### src/hdl/core_pkg.sv
/*
 * Shared widths, control encodings and pipeline register layouts for the
 * five-stage integer core. Every RTL file refers to these by scoped name.
 */
package core_pkg;

    // Fixed by the ISA
    localparam int WORD_BITS    = 32;
    localparam int REG_COUNT    = 32;
    localparam int REG_IDX_BITS = $clog2(REG_COUNT);

    typedef logic [WORD_BITS-1:0]    word_t;
    typedef logic [REG_IDX_BITS-1:0] reg_idx_t;

    typedef enum logic [6:0] {
        OPC_OP     = 7'b0110011,
        OPC_OP_IMM = 7'b0010011,
        OPC_LUI    = 7'b0110111,
        OPC_LOAD   = 7'b0000011,
        OPC_STORE  = 7'b0100011
    } opcode_t;

    typedef enum logic [3:0] {
        ALU_ADD, ALU_SUB, ALU_AND, ALU_OR, ALU_XOR, ALU_SLT,
        ALU_SLTU, ALU_SLL, ALU_SRL, ALU_SRA, ALU_PASS_B
    } alu_op_t;

    // Operand source for the EX stage
    typedef enum logic [1:0] {
        FWD_REGFILE, FWD_EX_MEM, FWD_MEM_WB
    } fwd_sel_t;

    typedef struct packed {
        logic    reg_write;
        logic    mem_read;
        logic    mem_write;
        logic    use_imm;
        alu_op_t alu_op;
    } ctrl_t;

    ////////////////////////////////////////////////////////////////////////////
    // Pipeline registers
    ////////////////////////////////////////////////////////////////////////////

    typedef struct packed {
        ctrl_t    ctrl;
        reg_idx_t rs1;
        reg_idx_t rs2;
        reg_idx_t rd;
        word_t    rs1_data;
        word_t    rs2_data;
        word_t    imm;
    } id_ex_t;

    typedef struct packed {
        logic     reg_write;
        logic     mem_read;
        logic     mem_write;
        reg_idx_t rd;
        word_t    alu_result;
        word_t    store_data;
    } ex_mem_t;

    typedef struct packed {
        logic     reg_write;
        logic     mem_read;
        reg_idx_t rd;
        word_t    alu_result;
        word_t    load_data;
    } mem_wb_t;

    typedef struct packed {
        reg_idx_t reg_idx;
        word_t    data;
    } report_t;

    // ADDI x0, x0, 0
    localparam word_t NOP_INSTR = 32'h0000_0013;

    // Saved registers that are reported: s1 and s2..s9
    localparam reg_idx_t SAVED_REG_S1 = 5'd9;
    localparam reg_idx_t SAVED_REG_LO = 5'd18;
    localparam reg_idx_t SAVED_REG_HI = 5'd25;

endpackage

### src/hdl/hazard_unit.sv
/*
 * Hazard logic. Detects the load-use case between ID and EX and selects
 * the forwarding source for both operands of the instruction in EX.
 */
`timescale 1ns/1ps

module hazard_unit (
    input  core_pkg::reg_idx_t ifid_rs1,
    input  core_pkg::reg_idx_t ifid_rs2,
    input  core_pkg::reg_idx_t idex_rd,
    input  logic               idex_mem_read,
    input  core_pkg::reg_idx_t idex_rs1,
    input  core_pkg::reg_idx_t idex_rs2,
    input  logic               exmem_reg_write,
    input  core_pkg::reg_idx_t exmem_rd,
    input  logic               memwb_reg_write,
    input  core_pkg::reg_idx_t memwb_rd,
    output logic               stall,
    output core_pkg::fwd_sel_t fwd_a,
    output core_pkg::fwd_sel_t fwd_b
);

    // Load result is not ready until MEM, so hold ID one cycle
    assign stall = idex_mem_read && (idex_rd != '0) &&
                   ((ifid_rs1 == idex_rd) || (ifid_rs2 == idex_rd));

    // Youngest producer wins
    function automatic core_pkg::fwd_sel_t pick_source(input core_pkg::reg_idx_t src);
        if (exmem_reg_write && (exmem_rd != '0) && (exmem_rd == src)) begin
            return core_pkg::FWD_EX_MEM;
        end
        if (memwb_reg_write && (memwb_rd != '0) && (memwb_rd == src)) begin
            return core_pkg::FWD_MEM_WB;
        end
        return core_pkg::FWD_REGFILE;
    endfunction

    always_comb begin
        fwd_a = pick_source(idex_rs1);
        fwd_b = pick_source(idex_rs2);
    end

    stall_only_on_load: assert final (!stall || idex_mem_read)
        else $error("stall raised without a load in EX");

endmodule

### config.mk
export PLATFORM = sky130hd
export DESIGN_NAME = hazard_unit
export DESIGN_NICKNAME = d
export VERILOG_FILES = /design/src/hdl/core_pkg.sv /design/src/hdl/hazard_unit.sv
export SDC_FILE = /design/constraint.sdc
export NUM_CORES = 1
export LEC_CHECK = 0
export BUFFER_PORTS_ARGS = -buffer_cell sky130_fd_sc_hd__buf_4
export CELL_PAD_IN_SITES_DETAIL_PLACEMENT = 1
export CELL_PAD_IN_SITES_GLOBAL_PLACEMENT = 1
export CORE_MARGIN = 5
export CORE_UTILIZATION = 25
export DETAILED_ROUTE_END_ITERATION = 10
export PLACE_DENSITY_LB_ADDON = 0.1
export SYNTH_ARGS = -nofsm -noshare
export SYNTH_HDL_FRONTEND = slang
export SYNTH_SLANG_ARGS = --single-unit
### constraint.sdc
create_clock -name vclk -period 3.15
set_clock_uncertainty 0.2 [all_clocks]
set_input_delay 0.4725 -clock vclk [all_inputs]
set_output_delay 0.4725 -clock vclk [all_outputs]
set_load 0.02 [all_outputs]
# ---- Word level (Yosys, flattened, before mapping)
# Cells that the tools add are included.
dict set report classes {
  n_addsub 0
  n_mul 0
  div_mod_pow 0
  order_cmp 0
  eq_ne 6
  n_shift 0
  n_mux 14
  bitwise_logic 0
  reduce_logical 12
}
# operator n
set op_table {}
lappend op_table {{5-bit == test} 6}
lappend op_table {{2-bit 2-to-1 mux} 8}
lappend op_table {{5-bit nonzero test} 3}
lappend op_table {{1-bit logical AND} 8}
lappend op_table {{1-bit 2-to-1 mux} 6}
lappend op_table {{1-bit logical OR} 1}
dict set report word_totals {
  ff_bits 0
  latchBits 0
  mem_bits_rw 0
  romBits 0
  in_bits 38
  out_inout_bits 5
  wordCells 32
  n_memories 0
}

# ---- Logic depth before layout (Yosys ltp)
dict set report logic_depth {
  depth_word 7
  ltp_mapped 4
}

# ---- Least setup slack after synthesis
# OpenSTA, ideal clock, no wires.
dict set report synth_timing {
  kind {in2out}
  start {input exmem_rd[1]}
  end {output fwd_a[1]}
  arrival_time_ns 1.821
  setup_slack_ns 0.657
  stages 4
  path_buffers 0
  path_cell_list {or4_1 > o21ai_2 > nor4_1 > nor4_2}
}
dict set report synth_between {
  elab_chain_cells 5
}
# item line_no
set synth_rtl {}
lappend synth_rtl {{start: declaration} hazard_unit.sv:15} ;# input core_pkg::reg_idx_t exmem_rd,
lappend synth_rtl {{5-bit nonzero test} hazard_unit.sv:29} ;# if (exmem_reg_write && (exmem_rd != '0) && (exmem_rd == src)) begin
lappend synth_rtl {{1-bit logical AND} hazard_unit.sv:29}
lappend synth_rtl {{1-bit logical AND *} hazard_unit.sv:29}
lappend synth_rtl {{1-bit 2-to-1 mux *} hazard_unit.sv:29}
lappend synth_rtl {{2-bit 2-to-1 mux *} hazard_unit.sv:32} ;# if (memwb_reg_write && (memwb_rd != '0) && (memwb_rd == src)) begin
lappend synth_rtl {{end: declaration} hazard_unit.sv:19} ;# output core_pkg::fwd_sel_t fwd_a,
# Every way passes the cells marked *; elsewhere a longest branch is shown, timed or not.

# ---- Worst setup path after layout
dict set report layout_timing {
  start {input exmem_rd[1]}
  end {output fwd_b[1]}
}
dict set report layout_between {
  elab_chain_cells 5
}
# item line_no
set layout_rtl {}
lappend layout_rtl {{5-bit nonzero test} hazard_unit.sv:29}
lappend layout_rtl {{1-bit logical AND} hazard_unit.sv:29}
lappend layout_rtl {{1-bit logical AND *} hazard_unit.sv:29}
lappend layout_rtl {{1-bit 2-to-1 mux *} hazard_unit.sv:29}
lappend layout_rtl {{2-bit 2-to-1 mux *} hazard_unit.sv:32}
lappend layout_rtl {{end: declaration} hazard_unit.sv:20} ;# output core_pkg::fwd_sel_t fwd_b
# Marked as above.

==> metrics.md <==
| Metric | Value |
|---|---|
| Status | `complete, no violations` |
| Fmax | `399 MHz` |
| Simple-Gate Fraction of Synth Area | `0.268` |
| Layout fillers | `186` |
| Unrepaired setup endpoints after global routing | `false` |
| P_leak | `0.000334 uW` |
| Maximum vdd drop | `0.0513 mV` |
| Final GP Congestion | `0.765` |
| Post-place instance area | `734 um2` |
| # hold bufs at CTS | `0` |
| Port Buffer Count | `43` |
| Mux contribution to synthesized area | `0` |
| Critical Path RT | `2.48 ns` |
| Largest net degree at the start of global routing | `4` |
| Fin area | `734 um2` |
| Crit-path max FO | `3` |
| Drt total wl | `1.63 mm` |
| Die Span X | `49.6 um` |
| Post-Syn Instances | `49` |
| Layout clock buffer count | `0` |
| CP max stage cell | `or4_1` |
| # resized after CTS | `0` |
| Multi-input logic area | `392 um2` |
| Post-synthesis compound-gate area fraction | `0.0607` |
| Die span in y | `49.6 um` |
| Measured slew at the worst slew-check pin | `0.555 ns` |
| CORE AREA | `0.00149 mm2` |
| Crit path capture type | `primary output` |
| Synthesized area | `392 um2` |
| Syn avg cell area | `7.99 um2` |
| Fin. max-slew vios | `0` |
| WL per Instance | `15.1 um` |
| Minimum clock period | `2.50 ns` |
| Commonest non-fill, non-tap cell in the layout | `buf_4` |
| DP HPWL | `1.57 mm` |
| Max Cap Viol | `0` |
| Crit start category | `input port` |
| # DRC | `0` |
| Detailed-route via count | `519` |
| WP depth | `6` |
| Fraction of layout cells with a size suffix above 1 | `0.500` |
| Crit-path leading delay family | `simple AND/OR/NAND/NOR gates` |
| Vias in the first global route | `595` |
| Initial antenna violation count | `0` |
| TNS Setup | `0 ns` |
| Hold Path Stages | `4` |
| Grt ovf | `0` |
| Post-Synth XOR/XNOR Area | `0.671` |
| DR pass1 iterations | `1` |
| Total GRT Usage | `0.132` |
| Syn. warnings | `0` |
| Setup violations, final | `0` |
| Most used cell, CP | `buf_4` |
| CP Cell Sequence | `buf_4 > or4_1 > o21ai_2 > nor4_1 > nor4_2 > buf_4` |
| Reg area | `0 um2` |
| Diode count | `0` |
| Slowest stage delay, CP | `0.54 ns` |
| Post-Route Utilization | `0.493` |
| Initial Utilization | `0.263` |
| Largest family of logic cells by synthesized area | `XOR/XNOR gates` |
| Crit path kind | `in -> out` |
| Final hold vios | `0` |
| IO Pins | `43` |
| Violation count after the first detailed-route iteration | `0` |
| Synth Net Count | `87` |
| Detail Route Antenna Nets | `0` |
| Global-route wire length before repair | `2.71 mm` |
| Drt via density | `4.81` |
| Row cnt | `14` |
| Post-synthesis sequential area ratio | `0` |
| Power Density | `127 mW/mm2` |
| Adder-cell share of the synthesized area | `0` |
| Final period util | `0.795` |
| Most frequent cells in the layout | `buf_4, xor2_1, xnor2_1` |
| Setup repair bufs after CTS | `0` |
| Num sequential | `0` |
| Syn-to-layout area delta | `87.5%` |
| Final setup margin | `0.646 ns` |
| HP Class | `in -> out` |
| Post-layout nets | `132` |
| Relative slew slack | `0.627` |
| Bufs and invs on worst path | `2` |
| Full die area | `0.00246 mm2` |
| CP Data Arrival Time | `1.83 ns` |
| Pre-CTS setup slack | `0.630 ns` |
| Netlist cell types | `11` |
layout make-up:
type               instances  area share
well taps                 16      0.0273
repair buffers            43       0.440
multi-input cells         49       0.533
final timing paths:
| kind | start | to |
|---|---|---|
| worst min-delay path | idex_mem_read | stall |
| worst max-delay path | exmem_rd[1] | fwd_b[1] |
per-layer routing:
layer / wire length (um) / vias to the layer above / track usage
met4: 29 / 0 / 0.0175
met5: 0 / - / 0
met2: 842 / 25 / 0.237
met1: 621 / 229 / 0.158
li1: - / 261 / -
met3: 133 / 4 / 0.0361
synthesized netlist by cell type:
cell	number	area share
xor2_1	20	0.45
or4_1	5	0.096
xnor2_1	10	0.22
nor4_2	2	0.064
nor3_1	2	0.026
o21ai_0	1	0.013
nand3_1	4	0.051
o21ai_2	1	0.022
nor4_1	2	0.032
a21oi_1	1	0.013
o21ai_1	1	0.013
kinds of logic after synthesis:
group,count (synthesis)
simple gates,15
xor+xnor,30
compound gates,4
worst min-delay path, delay by kind of cell:
family | cells | cell delay, ns
AO/OA/AOI/OAI | 2 | 0.12
buffers and inverters | 2 | 0.26
report_power, final:
group	internal [uW]	switching, uW
combinational	54.6	38.5
clock	0	0
sequential	0	0
stage by stage:
stage	hold WS (ns)	cells	total power (uW)
final	1.12	108	93.1
after global routing	1.17	108	102
after CTS	1.12	108	94.8
after detailed placement	1.11	108	94.3
after global placement	1.11	108	92.5
after floorplan	0.892	49	36.0
Note: power is estimated with default switching activity, not from simulation.
