===== config.mk =====
export PLATFORM = sky130hd
export DESIGN_NAME = decode_unit
export DESIGN_NICKNAME = d
export VERILOG_FILES = /design/src/hdl/core_pkg.sv /design/src/hdl/decode_unit.sv
export SDC_FILE = /design/constraint.sdc
export NUM_CORES = 1
export LEC_CHECK = 0
export BUFFER_PORTS_ARGS = -buffer_cell sky130_fd_sc_hd__buf_2
export CORE_ASPECT_RATIO = 0.7
export CORE_UTILIZATION = 33
export DETAILED_ROUTE_END_ITERATION = 10
export PLACE_DENSITY = 0.81
export SYNTH_ARGS = -nofsm -noshare
export SYNTH_HDL_FRONTEND = slang
export SYNTH_SLANG_ARGS = --single-unit

===== constraint.sdc =====
create_clock -name vclk -period 1.2
set_input_delay 0.18 -clock vclk [all_inputs]
set_output_delay 0.18 -clock vclk [all_outputs]
set_load 0.1 [all_outputs]

===== src/hdl/core_pkg.sv =====
/*
 * Shared widths, control encodings and pipeline register layouts for the
 * five-stage integer core. Every RTL file refers to these by scoped name.
 */
package core_pkg;

    // Fixed by the ISA
    localparam int WORD_BITS    = 32;
    localparam int REG_COUNT    = 32;
    localparam int REG_IDX_BITS = $clog2(REG_COUNT);

    typedef logic [WORD_BITS-1:0]    word_t;
    typedef logic [REG_IDX_BITS-1:0] reg_idx_t;

    typedef enum logic [6:0] {
        OPC_OP     = 7'b0110011,
        OPC_OP_IMM = 7'b0010011,
        OPC_LUI    = 7'b0110111,
        OPC_LOAD   = 7'b0000011,
        OPC_STORE  = 7'b0100011
    } opcode_t;

    typedef enum logic [3:0] {
        ALU_ADD, ALU_SUB, ALU_AND, ALU_OR, ALU_XOR, ALU_SLT,
        ALU_SLTU, ALU_SLL, ALU_SRL, ALU_SRA, ALU_PASS_B
    } alu_op_t;

    // Operand source for the EX stage
    typedef enum logic [1:0] {
        FWD_REGFILE, FWD_EX_MEM, FWD_MEM_WB
    } fwd_sel_t;

    typedef struct packed {
        logic    reg_write;
        logic    mem_read;
        logic    mem_write;
        logic    use_imm;
        alu_op_t alu_op;
    } ctrl_t;

    ////////////////////////////////////////////////////////////////////////////
    // Pipeline registers
    ////////////////////////////////////////////////////////////////////////////

    typedef struct packed {
        ctrl_t    ctrl;
        reg_idx_t rs1;
        reg_idx_t rs2;
        reg_idx_t rd;
        word_t    rs1_data;
        word_t    rs2_data;
        word_t    imm;
    } id_ex_t;

    typedef struct packed {
        logic     reg_write;
        logic     mem_read;
        logic     mem_write;
        reg_idx_t rd;
        word_t    alu_result;
        word_t    store_data;
    } ex_mem_t;

    typedef struct packed {
        logic     reg_write;
        logic     mem_read;
        reg_idx_t rd;
        word_t    alu_result;
        word_t    load_data;
    } mem_wb_t;

    typedef struct packed {
        reg_idx_t reg_idx;
        word_t    data;
    } report_t;

    // ADDI x0, x0, 0
    localparam word_t NOP_INSTR = 32'h0000_0013;

    // Saved registers that are reported: s1 and s2..s9
    localparam reg_idx_t SAVED_REG_S1 = 5'd9;
    localparam reg_idx_t SAVED_REG_LO = 5'd18;
    localparam reg_idx_t SAVED_REG_HI = 5'd25;

endpackage


===== src/hdl/decode_unit.sv =====
/*
 * Instruction decoder for the ID stage. Purely combinational: splits the
 * IF/ID word into register indices, control and a sign-extended immediate.
 */
`timescale 1ns/1ps

module decode_unit (
    input  core_pkg::word_t    instr,
    output core_pkg::reg_idx_t rs1,
    output core_pkg::reg_idx_t rs2,
    output core_pkg::reg_idx_t rd,
    output core_pkg::ctrl_t    ctrl,
    output core_pkg::word_t    imm
);

    core_pkg::opcode_t opcode;
    logic [2:0]        funct3;
    logic [6:0]        funct7;
    core_pkg::word_t   imm_i;
    core_pkg::word_t   imm_s;
    core_pkg::word_t   imm_u;

    assign opcode = core_pkg::opcode_t'(instr[6:0]);
    assign funct3 = instr[14:12];
    assign funct7 = instr[31:25];
    assign rd     = instr[11:7];

    assign imm_i = {{20{instr[31]}}, instr[31:20]};
    assign imm_s = {{20{instr[31]}}, instr[31:25], instr[11:7]};
    assign imm_u = {instr[31:12], 12'b0};

    // Shared funct3 table for OP and OP_IMM, alt picks SUB or SRA
    function automatic core_pkg::alu_op_t alu_from_funct3(input logic [2:0] f3,
                                                          input logic alt_sub,
                                                          input logic alt_sra);
        case (f3)
            3'b000:  return alt_sub ? core_pkg::ALU_SUB : core_pkg::ALU_ADD;
            3'b001:  return core_pkg::ALU_SLL;
            3'b010:  return core_pkg::ALU_SLT;
            3'b011:  return core_pkg::ALU_SLTU;
            3'b100:  return core_pkg::ALU_XOR;
            3'b101:  return alt_sra ? core_pkg::ALU_SRA : core_pkg::ALU_SRL;
            3'b110:  return core_pkg::ALU_OR;
            default: return core_pkg::ALU_AND;
        endcase
    endfunction

    // Unused source fields read as x0 so they never stall or forward
    always_comb begin
        ctrl = '0;
        imm  = '0;
        rs1  = '0;
        rs2  = '0;
        case (opcode)
            core_pkg::OPC_OP: begin
                ctrl.reg_write = 1'b1;
                ctrl.alu_op    = alu_from_funct3(funct3, funct7[5], funct7[5]);
                rs1            = instr[19:15];
                rs2            = instr[24:20];
            end
            core_pkg::OPC_OP_IMM: begin
                ctrl.reg_write = 1'b1;
                ctrl.use_imm   = 1'b1;
                ctrl.alu_op    = alu_from_funct3(funct3, 1'b0, funct7[5]);
                imm            = imm_i;
                rs1            = instr[19:15];
            end
            core_pkg::OPC_LUI: begin
                ctrl.reg_write = 1'b1;
                ctrl.use_imm   = 1'b1;
                ctrl.alu_op    = core_pkg::ALU_PASS_B;
                imm            = imm_u;
            end
            core_pkg::OPC_LOAD: begin
                ctrl.reg_write = 1'b1;
                ctrl.mem_read  = 1'b1;
                ctrl.use_imm   = 1'b1;
                imm            = imm_i;
                rs1            = instr[19:15];
            end
            core_pkg::OPC_STORE: begin
                ctrl.mem_write = 1'b1;
                ctrl.use_imm   = 1'b1;
                imm            = imm_s;
                rs1            = instr[19:15];
                rs2            = instr[24:20];
            end
            // Anything else passes through as a no-op
            default: ;
        endcase
    end

endmodule


==> results.ini, run 1 <==
[synth]
netlist_area_sq_um = 659
ys_types = 23
yosysSeqAreaShare_pct = 0
synth-warning-count = 0
synth_fp_nets = 150
avgSynthCellArea_sq_um = 5.59
netlist_instances = 118

[floorplan]
initial_utilization_pct = 35.3
fp-row-count = 13
die_w_um = 55.4
fp.dieH_um = 39.4
io_pins = 87

[placed_design]
numPortBuffers = 87
gp_congestion = 0.816

[status]
stop_error = [ERROR DPL-0038] Utilization greater than 100%, impossible to legalize
failed_stage = detailed placement
status = aborted with a tool error

[synth_stat cells, drive strengths merged]
master | number | area (sq um)
nor2 | 11 | 41.3
a21oi | 26 | 130
xor2 | 1 | 8.76
mux2i | 1 | 10.0
or2 | 2 | 12.5
a211oi | 2 | 20.0
and2 | 12 | 75.1
and3 | 7 | 43.8
nand3b | 1 | 11.3
nor3b | 3 | 27.5
o21ai | 1 | 5.00
nor3 | 4 | 30.0
buf | 13 | 80.1
nand4bb | 1 | 11.3
clkbuf | 2 | 7.51
nor2b | 9 | 56.3
nand2 | 20 | 75.1
nor4bb | 1 | 10.0
inv | 1 | 3.75
[logic make-up after synthesis]
kind of cell | synth area share [%]
AOI/OAI and AO/OA | 23.5
buffers and inverters | 13.9
and+or+nand+nor | 59.8
muxes | 1.52
xor gates and xnor gates | 1.33
[stage by stage]
stage / TNS [ps] / hold WS [ps] / cell area, sq um / cells / setup WS (ps)
after floorplan: -17150 / 469 / 1080 / 118 / -679
after global placement: -10250 / 744 / 2390 / 238 / -294
==> run 2: changes to the inputs <==
- CORE_AREA: not set -> 2 2 63 65
- CORE_ASPECT_RATIO: 0.7 -> not set
- CORE_UTILIZATION: 33 -> not set
- DIE_AREA: not set -> 0 0 65 67
- PLACE_DENSITY: 0.81 -> not set
- PLACE_DENSITY_LB_ADDON: not set -> 0.15
==> run 2 against run 1 <==
The flow now finishes, with violations (setup timing). Synthesized cell count did not move. Synthesized area did not move.
==> results.ini, run 2 <==
[pwr]
clockPowerShare_pct = 0
seq_power_share_pct = 0
p_int_w = 0.000235
swShare_pct = 62.8
p_switching_w = 0.000396
power_frac_comb_pct = 100.0
total_leakage_power_nw = 0.982
p_per_area_nw_per_um2 = 245
peakVddDrop_v = 0.000161

[clock_network]
cts_hold_buf = 0

[synth]
synth_area_leaders = a21oi_1, and2_1, nand2_1, nor2b_1, buf_4
netlist_area_sq_um = 659
synth_fp_nets = 150
synth_top_area_share_pct = 19.7
synth-warning-count = 0
ys_types = 23
synth_top_cell_by_area = a21oi_1
avgSynthCellArea_sq_um = 5.59
netlist_instances = 118
yosysSeqAreaShare_pct = 0
synth_top_cells_by_count = a21oi_1, nand2_1, and2_1
synth_most_common_cell = a21oi_1

[routing]
drtPass1Iterations = 4
num_vias = 1204
first_iter_violations = 33
remaining_drc_errors = 0
routedWlPerCell_um = 13.9
via_per_inst = 4.53
ant_nets = 0
routed_wl_mm = 3.70

[floorplan]
core_area_sq_um = 3610
io_pins = 87
initial_utilization_pct = 18.3
die-area_sq_um = 4360
fp.dieH_um = 67
fp-row-count = 22
die_w_um = 65

[min_path]
holdPathStages = 2
hold_path_class = in -> out
min-delay-start = instr[9]
holdPathEnd = rd[2]

[layout]
clock_buffers = 0
layout_commonest_cell = buf_12
regArea_sq_um = 0
n_sequential_cell = 0
diodes = 0
area_growth_pct = 291
final_util_pct = 71.5
nNetsFinal = 252
drive_above_1_share_pct = 81.2
final_cell_mix = buf_12, buf_2, a21oi_4, buf_4, nand2_1

[critical_path]
critical_path_arrival_ps = 1320
crit_fanout = 4
worstPathRequired_ps = 1020
end_kind = output port
critPathLaunchType = primary input
worstSetupPathType = in -> out

[global_route]
grt_max_degree = 12
grt_pass1_vias = 1253
grt_first_pass_wirelength_mm = 6.12
grt.overflow.total = 0
grt.total_usage_pct = 17.3
grt_antenna_before_repair = 0

[sta]
whs_ps = 744
worstMarginPinSlew_ps = 487
timing.final.ws_setup_ps = -295
layout_min_cycle_time_ps = 1500
finalHoldViolCount = 0
finalMaxSlewViolations = 0
final.period_utilization_pct = 125
grt_setup_unrepaired = true
setup_viol = 50
max_freq_mhz = 669
relSlewSlack_pct = 67.7

[placed_design]
numPortBuffers = 87
gp_congestion = 0.797
dp_worst_setup_slack_ps = -317
hpwl_mm = 3.00

[run]
drv_cap = 0

[status]
status = finished, violations left
violations = setup timing

run 2: cell counts after synthesis:
Identical to the previous run, type by type.
run 2: repair_timing:
| item | in CTS | in global routing |
|---|---|---|
| setup buffers | 0 | 1 |
| gates resized for setup | 36 | 2 |
| gates cloned | 2 | 0 |
| pin swaps | 8 | 6 |
| endpoints found under the setup margin | 50 | 50 |
run 2: worst max-delay path by stage:
stage             start      end  depth (start not counted)
2_1_floorplan  instr[3]  ctrl[0]                          5
3_3_place_gp   instr[3]  ctrl[1]                          6
3_5_place_dp   instr[3]  ctrl[1]                          6
4_1_cts        instr[3]  ctrl[0]                          6
5_1_grt        instr[3]   rs2[3]                          7
6_report       instr[3]  ctrl[0]                          6
run 2: worst max-delay path, cell delays in order:
cell       delay [ps]
buf_6              90
nand4bb_4         230
or2_1             270
buf_6             140
a211oi_4          190
buf_12            210
run 2: kinds of logic (layout without fill, tap and decap cells):
family	after synthesis	after routing	synth area share (%)
AO/OA/AOI/OAI	29	29	23.5
multiplexers	1	1	1.52
buffers and inverters	16	116	13.9
XOR/XNOR	1	1	1.33
AND/OR/NAND/NOR	71	71	59.8
run 2: cell type report:
| class | instances | area [sq um] |
|---|---|---|
| multi-input combinational | 102 | 1010 |
| inverter | 1 | 3.75 |
| tap | 48 | 60.1 |
| fill | 258 | 1030 |
| timing repair buffer | 115 | 1500 |
run 2: metal layers:
metal  wire (um)  global-route usage (%)  vias up
met5           0                       0        -
met2        2160                    37.0       43
li1            -                       -      592
met1        1330                    19.5      569
met4           0                       0        0
met3         207                    1.01        0
run 2: metrics by stage:
stage / setup TNS (ps) / power [W] / std cells / cell area (sq um)
floorplan: -17150 / 0.000377 / 118 / 1080
global placement: -11540 / 0.000582 / 263 / 2430
detailed placement: -12240 / 0.000591 / 263 / 2430
CTS: -9640 / 0.000629 / 265 / 2560
global route: -11840 / 0.000663 / 266 / 2580
finish: -9870 / 0.000631 / 266 / 2580
run 2: power by group through the flow:
stage	Clock (W)	Sequential (W)	Combinational [W]
after floorplan	0	0	0.000377
after global placement	0	0	0.000582
after detailed placement	0	0	0.000591
after CTS	0	0	0.000629
after global routing	0	0	0.000663
final	0	0	0.000631
(Power assumes the default switching activity.)
